--- config.mk ---
export PLATFORM = sky130hd
export DESIGN_NAME = cpu_core
export DESIGN_NICKNAME = d
export VERILOG_FILES = /design/src/logic/cpu_pkg.sv /design/src/logic/alu.sv /design/src/logic/cpu_core.sv /design/src/logic/instr_decode.sv /design/src/logic/pipe_ctrl.sv /design/src/logic/pipe_reg.sv /design/src/logic/reg_file.sv
export SDC_FILE = /design/constraint.sdc
export NUM_CORES = 2
export LEC_CHECK = 0
export BUFFER_PORTS_ARGS = -buffer_cell sky130_fd_sc_hd__buf_2
export CAP_MARGIN = 20
export CORE_UTILIZATION = 56
export DETAILED_ROUTE_END_ITERATION = 8
export PLACE_DENSITY = 0.84
export SLEW_MARGIN = 20
export SYNTH_ARGS = -nofsm -noshare
export SYNTH_HDL_FRONTEND = slang
export SYNTH_SLANG_ARGS = --single-unit
--- constraint.sdc ---
create_clock -name clk -period 6.3 [get_ports clk]
set_input_delay 0.945 -clock clk [delete_from_list [all_inputs] [get_ports clk]]
set_output_delay 0.945 -clock clk [all_outputs]
set_load 0.005 [all_outputs]
--- src/logic/cpu_pkg.sv ---
package cpu_pkg;

	// instruction word layout
	localparam int CLASS_HI = 31;
	localparam int CLASS_LO = 30;
	localparam int OPC_HI = 29;
	localparam int OPC_LO = 25;
	localparam int OPC_IMM_BIT = 4;
	localparam int RD_LO = 0;
	localparam int RB_LO = 4;
	localparam int RA_LO = 8;
	localparam int IMM13_HI = 24;
	localparam int IMM13_LO = 12;
	localparam int IMM16_HI = 24;
	localparam int IMM16_LO = 9;

	localparam int REG_SEL_W = 4;
	localparam int NUM_REGS = 16;

	localparam logic [1:0] CLASS_ALU = 2'b00;
	localparam logic [1:0] CLASS_MISC = 2'b11;

	localparam logic [4:0] OPC_SWI = 5'd0;
	localparam logic [4:0] OPC_BKPT = 5'd1;

	// encoding matches the low four opcode bits of class 00
	typedef enum logic [3:0] {
		ALU_ADD,
		ALU_SUB,
		ALU_AND,
		ALU_OR,
		ALU_XOR,
		ALU_LSL,
		ALU_LSR,
		ALU_ASR,
		ALU_MOV,
		ALU_MOVHI,
		ALU_ORLO
	} alu_op_t;

	typedef enum logic [1:0] {
		EXC_NONE,
		EXC_ILLEGAL,
		EXC_SWI,
		EXC_BKPT
	} exc_cause_t;

	typedef struct packed {
		logic [REG_SEL_W-1:0] ra_sel;
		logic [REG_SEL_W-1:0] rb_sel;
		logic [REG_SEL_W-1:0] rd_sel;
		logic update_rd;
		alu_op_t alu_opc;
		logic op2_imm;
		logic [31:0] imm32;
		exc_cause_t cause;
		logic [31:0] pc_plus_4;
	} decoded_t;

	typedef struct packed {
		logic [REG_SEL_W-1:0] rd;
		logic [31:0] data;
	} retire_t;

	typedef struct packed {
		exc_cause_t cause;
		logic [31:0] pc_plus_4;
	} exc_t;

endpackage

--- src/logic/alu.sv ---
`timescale 1ns/1ps

module alu import cpu_pkg::*; (
	input decoded_t dec,
	input logic [31:0] ra_val,
	input logic [31:0] rb_val,
	output logic [31:0] result
);

	logic [31:0] op2;
	logic [4:0] shamt;

	assign op2 = dec.op2_imm ? dec.imm32 : rb_val;
	assign shamt = op2[4:0];

	always_comb begin
		case (dec.alu_opc)
		ALU_ADD: result = ra_val + op2;
		ALU_SUB: result = ra_val - op2;
		ALU_AND: result = ra_val & op2;
		ALU_OR: result = ra_val | op2;
		ALU_XOR: result = ra_val ^ op2;
		ALU_LSL: result = ra_val << shamt;
		ALU_LSR: result = ra_val >> shamt;
		ALU_ASR: result = $unsigned($signed(ra_val) >>> shamt);
		ALU_MOV: result = op2;
		// imm32 holds the zero-extended imm16 here
		ALU_MOVHI: result = {op2[15:0], 16'b0};
		ALU_ORLO: result = ra_val | op2;
		default: result = '0;
		endcase
	end

endmodule

--- src/logic/cpu_core.sv ---
`timescale 1ns/1ps

module cpu_core import cpu_pkg::*; (
	input logic clk,
	input logic rst_n,
	input logic [31:0] instr,
	input logic [31:0] pc_plus_4,
	input logic instr_fetched,
	output logic retire_valid,
	output retire_t retire,
	output logic exc_valid,
	output exc_t exc
);

	decoded_t id_dec;
	decoded_t ex_dec;
	logic ex_valid;
	logic flush;
	logic [31:0] rf_ra;
	logic [31:0] rf_rb;
	logic [31:0] fwd_ra;
	logic [31:0] fwd_rb;
	logic [31:0] alu_result;
	logic wb_in_valid;
	retire_t wb_in;

	instr_decode i_instr_decode (
		.instr(instr),
		.pc_plus_4(pc_plus_4),
		.dec(id_dec)
	);

	pipe_reg #(.payload_t(decoded_t)) de_reg (
		.clk(clk),
		.rst_n(rst_n),
		.flush(flush),
		.in_valid(instr_fetched),
		.in_data(id_dec),
		.out_valid(ex_valid),
		.out_data(ex_dec)
	);

	// write port is fed straight from the retire stage
	reg_file i_reg_file (
		.clk(clk),
		.rst_n(rst_n),
		.ra_sel(ex_dec.ra_sel),
		.rb_sel(ex_dec.rb_sel),
		.ra_data(rf_ra),
		.rb_data(rf_rb),
		.wr_en(retire_valid),
		.wr(retire)
	);

	pipe_ctrl i_pipe_ctrl (
		.clk(clk),
		.rst_n(rst_n),
		.ex_valid(ex_valid),
		.ex_dec(ex_dec),
		.rf_ra(rf_ra),
		.rf_rb(rf_rb),
		.wb_valid(retire_valid),
		.wb(retire),
		.fwd_ra(fwd_ra),
		.fwd_rb(fwd_rb),
		.wb_in_valid(wb_in_valid),
		.flush(flush),
		.exc_valid(exc_valid),
		.exc(exc)
	);

	alu i_alu (
		.dec(ex_dec),
		.ra_val(fwd_ra),
		.rb_val(fwd_rb),
		.result(alu_result)
	);

	assign wb_in.rd = ex_dec.rd_sel;
	assign wb_in.data = alu_result;

	pipe_reg #(.payload_t(retire_t)) wb_reg (
		.clk(clk),
		.rst_n(rst_n),
		.flush(1'b0),
		.in_valid(wb_in_valid),
		.in_data(wb_in),
		.out_valid(retire_valid),
		.out_data(retire)
	);

endmodule

--- src/logic/instr_decode.sv ---
`timescale 1ns/1ps

module instr_decode import cpu_pkg::*; (
	input logic [31:0] instr,
	input logic [31:0] pc_plus_4,
	output decoded_t dec
);

	// per-opcode control word from the lookup below
	typedef struct packed {
		logic writes_rd;
		logic use_imm16;
		exc_cause_t cause;
	} ucode_t;

	logic [1:0] iclass;
	logic [4:0] opc;
	logic [12:0] imm13;
	logic [15:0] imm16;
	ucode_t uc;

	assign iclass = instr[CLASS_HI:CLASS_LO];
	assign opc = instr[OPC_HI:OPC_LO];
	assign imm13 = instr[IMM13_HI:IMM13_LO];
	assign imm16 = instr[IMM16_HI:IMM16_LO];

	always_comb begin
		uc = '{writes_rd: 1'b0, use_imm16: 1'b0, cause: EXC_ILLEGAL};
		case (iclass)
		CLASS_ALU: begin
			case (alu_op_t'(opc[3:0]))
			ALU_ADD, ALU_SUB, ALU_AND, ALU_OR, ALU_XOR,
			ALU_LSL, ALU_LSR, ALU_ASR, ALU_MOV: begin
				uc = '{writes_rd: 1'b1, use_imm16: 1'b0, cause: EXC_NONE};
			end
			// the 16-bit immediate forms ignore the imm select bit
			ALU_MOVHI, ALU_ORLO: begin
				uc = '{writes_rd: 1'b1, use_imm16: 1'b1, cause: EXC_NONE};
			end
			default: begin
			end
			endcase
		end
		CLASS_MISC: begin
			case (opc)
			OPC_SWI: uc.cause = EXC_SWI;
			OPC_BKPT: uc.cause = EXC_BKPT;
			default: uc.cause = EXC_ILLEGAL;
			endcase
		end
		default: begin
		end
		endcase
	end

	always_comb begin
		dec.ra_sel = instr[RA_LO +: REG_SEL_W];
		dec.rb_sel = instr[RB_LO +: REG_SEL_W];
		dec.rd_sel = instr[RD_LO +: REG_SEL_W];
		dec.update_rd = uc.writes_rd;
		dec.alu_opc = uc.writes_rd ? alu_op_t'(opc[3:0]) : ALU_ADD;
		dec.op2_imm = opc[OPC_IMM_BIT] | uc.use_imm16;
		if (uc.use_imm16)
			dec.imm32 = {16'b0, imm16};
		else
			dec.imm32 = {{19{imm13[12]}}, imm13};
		dec.cause = uc.cause;
		dec.pc_plus_4 = pc_plus_4;
	end

endmodule

--- src/logic/pipe_ctrl.sv ---
`timescale 1ns/1ps

module pipe_ctrl import cpu_pkg::*; (
	input logic clk,
	input logic rst_n,
	input logic ex_valid,
	input decoded_t ex_dec,
	input logic [31:0] rf_ra,
	input logic [31:0] rf_rb,
	input logic wb_valid,
	input retire_t wb,
	output logic [31:0] fwd_ra,
	output logic [31:0] fwd_rb,
	output logic wb_in_valid,
	output logic flush,
	output logic exc_valid,
	output exc_t exc
);

	logic raise;

	// retire stage only holds instructions that write rd
	assign fwd_ra = (wb_valid && wb.rd == ex_dec.ra_sel) ? wb.data : rf_ra;
	assign fwd_rb = (wb_valid && wb.rd == ex_dec.rb_sel) ? wb.data : rf_rb;

	// squashed instructions never reach execute with valid set
	assign raise = ex_valid && ex_dec.cause != EXC_NONE;

	// drop the younger instruction entering execute on the same edge
	assign flush = raise;

	assign wb_in_valid = ex_valid && !raise && ex_dec.update_rd;

	always_ff @(posedge clk or negedge rst_n) begin
		if (!rst_n)
			exc_valid <= 1'b0;
		else
			exc_valid <= raise;
	end

	always_ff @(posedge clk) begin
		if (raise) begin
			exc.cause <= ex_dec.cause;
			exc.pc_plus_4 <= ex_dec.pc_plus_4;
		end
	end

endmodule

--- src/logic/pipe_reg.sv ---
`timescale 1ns/1ps

module pipe_reg #(
	parameter type payload_t = logic [31:0]
) (
	input logic clk,
	input logic rst_n,
	input logic flush,
	input logic in_valid,
	input payload_t in_data,
	output logic out_valid,
	output payload_t out_data
);

	always_ff @(posedge clk or negedge rst_n) begin
		if (!rst_n)
			out_valid <= 1'b0;
		else if (flush)
			out_valid <= 1'b0;
		else
			out_valid <= in_valid;
	end

	// payload only moves with a valid stage
	always_ff @(posedge clk) begin
		if (in_valid)
			out_data <= in_data;
	end

endmodule

--- src/logic/reg_file.sv ---
`timescale 1ns/1ps

module reg_file import cpu_pkg::*; (
	input logic clk,
	input logic rst_n,
	input logic [REG_SEL_W-1:0] ra_sel,
	input logic [REG_SEL_W-1:0] rb_sel,
	output logic [31:0] ra_data,
	output logic [31:0] rb_data,
	input logic wr_en,
	input retire_t wr
);

	logic [31:0] regs [NUM_REGS];

	always_ff @(posedge clk or negedge rst_n) begin
		if (!rst_n)
			regs <= '{default: '0};
		else if (wr_en)
			regs[wr.rd] <= wr.data;
	end

	// reads see the old value on a same-cycle write, forwarding covers it
	assign ra_data = regs[ra_sel];
	assign rb_data = regs[rb_sel];

endmodule

Yosys cells after proc, flatten, opt, wreduce, memory -nomap -nowiden
Cells that the tools add are included.
Widths: inputs -> output; s select.
- register bits after elaboration: 654
- bits in latches: 0
- bits in writable memories: 0
- bits in read-only memories: 0
- output and inout bits: 72
- logic and storage cells: 107
- memories kept: 0
- $add $sub $neg: 2
- multipliers: 0
- div/mod/pow operators: 0
- order comparisons: 4
- equality and inequality tests: 24
- shifts and indexed selects: 3
- muxes and demuxes: 19
- bitwise gates (word level): 7
- reduce and logical (&&, ||, !) cells: 15
- operators by type and width (operator ; count):
    $bwmux 512 ; 1
    $pmux 32 s10 ; 1
    $bmux 32 s4 ; 2
    $mux 32 ; 8
    $demux 32 s4 ; 1
    $add 32x32->32 ; 1
    $and 32x32->32 ; 1
    $eq 4x3->1 const B ; 8
    $or 32x32->32 ; 1
    $shl 32x5->32 ; 1
    $shr 32x5->32 ; 1
    $sshr 32x5->32 ; 1
    $sub 32x32->32 ; 1
    $xor 32x32->32 ; 1
    $eq 4x4->1 const B ; 6
    $eq 4x2->1 const B ; 4
    $ge 5x5->1 const B ; 3
    $mux 15 ; 1
    $not 4->5 ; 3
    $reduce_or 9->1 ; 1
    $eq 4x1->1 const B ; 2
    $eq 4x4->1 ; 2
    $logic_not 4->1 ; 2
    $pmux 2 s2 ; 2
    other kinds (13) ; 19

Logic depth before layout (Yosys ltp)
- word-level depth: 8
- gate-level depth with buffers: 28

Hierarchy
From an unflattened synthesis, not the netlist that was laid out.
- cell total of the unflattened synthesis: 3275
- area, all modules: 41710.0 um^2
- modules (own cells, without submodules) (module ; times used ; cells an instance ; area an instance (um^2) ; seq. area each (um^2)):
    reg_file ; 1 ; 1675 ; 26457.9 ; 12812.3
    alu ; 1 ; 1256 ; 8712.1 ; 0.0
    pipe_reg at de_reg ; 1 ; 86 ; 2561.2 ; 2547.4
    pipe_ctrl ; 1 ; 123 ; 2074.5 ; 1046.0
    pipe_reg at wb_reg ; 1 ; 38 ; 1119.8 ; 1106.1
    instr_decode ; 1 ; 96 ; 780.7 ; 0.0
    cpu_core ; 1 ; 1 ; 3.8 ; 0.0

Least setup slack after synthesis
No wires, ideal clock.
- kind: register to register
- from: reg de_reg.out_data[76] in the netlist's numbering
- to: reg wb_reg.out_data[31] in the netlist's numbering, data pin
- setup time: 0.268 ns
- data arrival time: 6.408 ns
- required time: 6.032 ns
- path slack: -0.376 ns
- stages on the path, launching flop included: 28
- buffers on the path: 7
- clock period less this slack: 6.676 ns
- cells stage by stage: edfxtp_1 -> buf_6 -> buf_6 -> mux4_2 -> a22o_1 -> a221oi_2 -> o211a_1 -> buf_4 -> buf_2 -> buf_4 -> buf_2 -> ha_1 -> nand2_1 -> or4_1 -> buf_2 -> o31ai_1 -> xnor2_1 -> ha_1 -> and3_1 -> a221o_1 -> a21oi_1 -> o31ai_1 -> a221oi_1 -> o21ai_0 -> o31a_1 -> o22ai_1 -> xnor2_1 -> o211ai_2
- cells in the longest elaborated chain, start to end: 8
- elaborated cells between the ends (all ways): 17
- classes of those cells: add/sub: 2; eq/ne: 1; shift: 3; mux: 6; bitwise: 4; reduce/logical: 1
- ends and longest elaborated chain (element ; RTL line ; RTL):
    start, declared ; pipe_reg.sv:12 ; output payload_t out_data
    start signal, assigned ; pipe_reg.sv:27 ; out_data <= in_data;
    $not 4->5 (implied by the code) ; reg_file.sv:25 ; assign rb_data = regs[rb_sel];
    $bmux 32 s4 ; reg_file.sv:25 ;
    $mux 32 (implied by the code) (2 in a row) ; reg_file.sv:25 ;
    $mux 32 (*) ; pipe_ctrl.sv:24 ; assign fwd_rb = (wb_valid && wb.rd == ex_dec.rb_sel) ? wb.data : rf_rb;
    $mux 32 (*) ; alu.sv:13 ; assign op2 = dec.op2_imm ? dec.imm32 : rb_val;
    $sub 32x32->32, or another cell as far along ; alu.sv:19 ; ALU_SUB: result = ra_val - op2;
    $pmux 32 s10 (*) ; alu.sv:17 ; case (dec.alu_opc)
    end signal, assigned ; pipe_reg.sv:27 ;
    end, declared ; pipe_reg.sv:12 ;
Mark *: on every way between the ends. The rest lies on a longest branch, timed or not. The select of a mux whose other input is x is not followed.
A chain may end at the register's enable or synchronous reset.

Worst setup path in the final report
- from: reg de_reg.out_data[79] in the netlist's numbering
- to: reg wb_reg.out_data[30] in the netlist's numbering, data pin
Same word-level chain as after synthesis.

==> key figures <==
Global route
  – GR Util All Layers: 36.0%
  – Number of antenna violations at the first check in global routing: 3
  – Pin count of the biggest net entering global routing: 170
  – Total congestion overflow after global routing: 0
  – Via count of the first global-routing pass: 30.6k
  – First-pass GRT wire length: 197,000 um

Setup path
  – Critical path data arrival time: 6.48 ns
  – CP max stage cell: edfxtp_1
  – Category of the most critical setup path: reg2reg
  – Worst path cell trace: buf_4 > buf_12 > mux4_1 > a22oi_1 > nand2_1 > a21oi_2 > nand4_1 > or2_2 > o21ai_0 > xnor2_1 > ha_1 > a21o_1 > a21oi_1 > o21bai_1 > a2111oi_1 > o211ai_1 > o21ai_0 > buf_4 > o21a_1 > a21oi_1 > xnor2_1 > o2111ai_1
  – Worst flop-to-flop path startpoint: de_reg.out_data[79]$_DFFE_PP_
  – CP max stage delay: 0.60 ns
  – Worst-path fanout max: 38
  – Startpoint type of the worst setup path: register
  – Type of destination of the critical path: register
  – Required time of the critical path: 6.61 ns
  – Source of the critical timing path: de_reg.out_data[79]$_DFFE_PP_

Yosys
  – Yosys cell types: 84
  – Seq/Total Area, Yosys: 42.4%
  – Synth Net Count: 3,312
  – Post-synthesis share of cell area spent on and, or, nand and nor gates: 5.59%
  – Yosys warnings: 0
  – Post-synthesis cell count: 3,145
  – Main combinational cell family by area after synthesis: multiplexers
  – Syn Std Cell Area: 40,200 um2
  – Count of flip-flops with a built-in enable after synthesis: 139
  – Post-synthesis xor/xnor area fraction: 1.39%
  – Post-synthesis register bit count: 654
  – Top FF cell, synth: dfrtp_1
  – Fraction of the mapped netlist area in adder cells: 3.13%
  – Compound-Gate Fraction of Synth Area: 8.59%
  – Mux cell area share after synthesis: 35.0%
  – Average size of a mapped cell: 12.8 um2
  – Async set-reset flop share out of synthesis: 78.7%

Routing
  – DRC violation count after routing: 0
  – Wirelength, routed: 131,000 um
  – Total number of vias: 30.5k
  – Antenna Nets Post-Route: 0
  – Mean routed wirelength per cell: 31.0 um
  – TritonRoute pass-1 iters: 6
  – Violation count after the first detailed-routing iteration: 4,746
  – Ratio of routed vias to standard cells: 7.21

Timing
  – Peak Freq: 0.162 GHz
  – Smallest hold slack: 0.271 ns
  – Tightest Pin Transition: 1.14 ns
  – Final hold violation count: 0
  – Min Tclk post-route: 6.16 ns
  – Worst Clk Skew: 0.0295 ns
  – Count of final max-slew check failures: 0
  – Post-route fraction of the period consumed by the critical path: 97.8%
  – Number of failing setup endpoints in the final timing report: 0
  – Sum of negative setup slack: 0 ns
  – Normalized max-slew margin: 23.7%

Finish
  – Final Instance Count excl. Fillers: 4,228
  – Number of fillers in the final layout: 4,948
  – Sequential cell area in the final layout: 17,100 um2
  – Post-route standard cell area excluding fillers: 44,900 um2
  – Synthesis-to-layout area growth: 11.5%
  – Post-layout net count: 3,397
  – Area of combinational cells with multiple inputs: 21,800 um2
  – Number of diodes added for antenna fixing: 0
  – Most frequent standard cell in the layout excluding fill and tap cells: dfrtp_1
  – Commonest cells after routing, fill and taps aside: dfrtp_1, mux2_2, mux4_2, nand2_1, mux2i_1
  – Fraction of final layout cells with drive strength greater than 1: 37.9%

Clocking
  – Reg clk slew, reported paths: 0.06 ns
  – CTS tree: yes
  – TritonCTS buffer count: 72
  – Level count of the clock H-tree: 3
  – Bufs on Longest Clock Path: 3
  – Clock root buffer: clkbuf_16
  – Clock network latency to the later pin of the worst-skew pair: 0.65 ns
  – TritonCTS sink count: 654
  – Number of buffers inserted for hold repair after clock tree synthesis: 0

Placed design
  – Placement-stage cell area: 42,100 um2
  – HPWL after detailed placement: 86,300 um
  – Weighted congestion reported at the end of routability-driven placement: 1.06
  – Placed cell count: 4,089
  – Number of input and output port buffers inserted: 138

Floorplanning
  – X dimension of the die: 270 um
  – # rows: 97
  – Die boundary height: 270 um
  – Effective utilization at floorplan: 57.1%
  – Area of the core region: 70,500 um2
  – IO Count: 139
  – Area of the die: 72,900 um2

Power
  – Clock share of power: 39.7%
  – Leak Pwr: 0.0198 uW
  – Ratio of total power to cell area: 256 nW/um2
  – Net Switching: 3290 uW
  – Reg power frac: 41.8%
  – Max IR drop VDD: 0.264 mV
  – Switching portion of total power: 28.6%
  – Total design power: 11,500 uW
  – P_int: 8200 uW
  – Combinational fraction of design power: 18.5%

Status
  – Status: complete, no violations

Min path
  – Type of the worst min-delay path: in2async

Flow run
  – Max-cap check violation count: 0
layout make-up:
cell class              instances  area share, %
clock buffers                  99           4.65
multi-input cells            2134           48.6
flip-flops and latches        654           38.0
repair buffers                275           4.23
well taps                     940           2.62
clock inverters                33           1.06
inverters                      93          0.778
worst max-delay path: cells and delay by family, from the launching register on:
family,cells,cell delay [ns]
adder cells (fa/ha/maj),1,0.36
multiplexers,1,0.34
AO/OA/AOI/OAI,12,2.58
XOR/XNOR,2,0.33
flip-flops,1,0.60
buffers and inverters,3,0.87
AND/OR/NAND/NOR,3,0.73
registers in the layout, indices dropped and copies added, names as in the netlist:
register / cells
de_reg.out_data: 69
de_reg.out_valid: 1
i_pipe_ctrl.exc: 34
i_pipe_ctrl.exc_valid: 1
i_reg_file.regs: 512
wb_reg.out_data: 36
wb_reg.out_valid: 1
repair_timing:
action                     in CTS  in global routing
setup buffers                   1                  5
resized for setup               0                 12
pin swaps                       0                  4
setup endpoints to repair       3                 10
gates cloned                    0                  1
power groups by stage:
stage / combinational [uW] / sequential (uW) / clock [uW]
after floorplan: 1420 / 4760 / 0
after global placement: 2000 / 4840 / 0
after detailed placement: 2030 / 4860 / 0
after CTS: 2050 / 4790 / 4580
after global routing: 2230 / 4820 / 4750
final: 2120 / 4800 / 4570
logic make-up (layout without fill, tap and decap cells):
group                      count (synthesis)  count (layout)
buffers and inverters                    357             500
AOI/OAI and AO/OA                        513             513
DFF                                      654             654
and+or+nand+nor                          500             500
xor gates and xnor gates                  64              64
adders and majority gates                100             100
muxes                                    957             957
final timing paths:
kind / cells past startpoint / endpoint / slack, ns
max: 22 / wb_reg.out_data[30]$_SDFFCE_PN0P_ / 0.14
min: 1 / i_reg_file.regs[190]$_DFFE_PN0P_ / 0.27
max reg2reg: 22 / wb_reg.out_data[30]$_SDFFCE_PN0P_ / 0.14
min reg2reg: 0 / i_pipe_ctrl.exc[12]$_DFFE_PP_ / 0.41
max in group asynchronous: 2 / i_reg_file.regs[4]$_DFFE_PN0P_ / 4.57
min in group clk: 0 / i_pipe_ctrl.exc[12]$_DFFE_PP_ / 0.41
cells in the mapped netlist, drive strengths merged (13+ instances only):
cell type  number  area, um2
nand3          29        150
nand2         204        766
a211oi         20        150
edfxtp        139       4170
o221ai         21        184
a31oi          13       81.3
buf            97        584
nor2          153        574
a21o           16        120
mux4          306       6960
o22ai          17        106
inv            92        345
dfrtp         515      12900
nor3           21        105
clkbuf        167        627
a21oi          81        435
mux2          493       5550
and2           18        113
xnor2          52        455
mux2i         158       1590
a22oi          32        245
o21ai         162        830
a221oi         35        330
ha             99       1240
o211ai         22        175
metal layers:
layer	vias up	track usage (%)	routed length, um
met2	2312	53.6	58800
met5	-	0	35
li1	12200	-	-
met4	6	19.0	7690
met3	562	10.0	16500
met1	15400	48.2	48100
per-stage QoR:
| stage | util, % | setup slack (ns) |
|---|---|---|
| CTS | 63.4 | 0.0940 |
| global placement | 59.8 | 0.193 |
| global route | 63.6 | -0.0650 |
| detailed placement | 59.8 | 0.111 |
| finish | 63.6 | 0.138 |
| floorplan | - | 0.0216 |
Power figures use the tool's default switching activity.
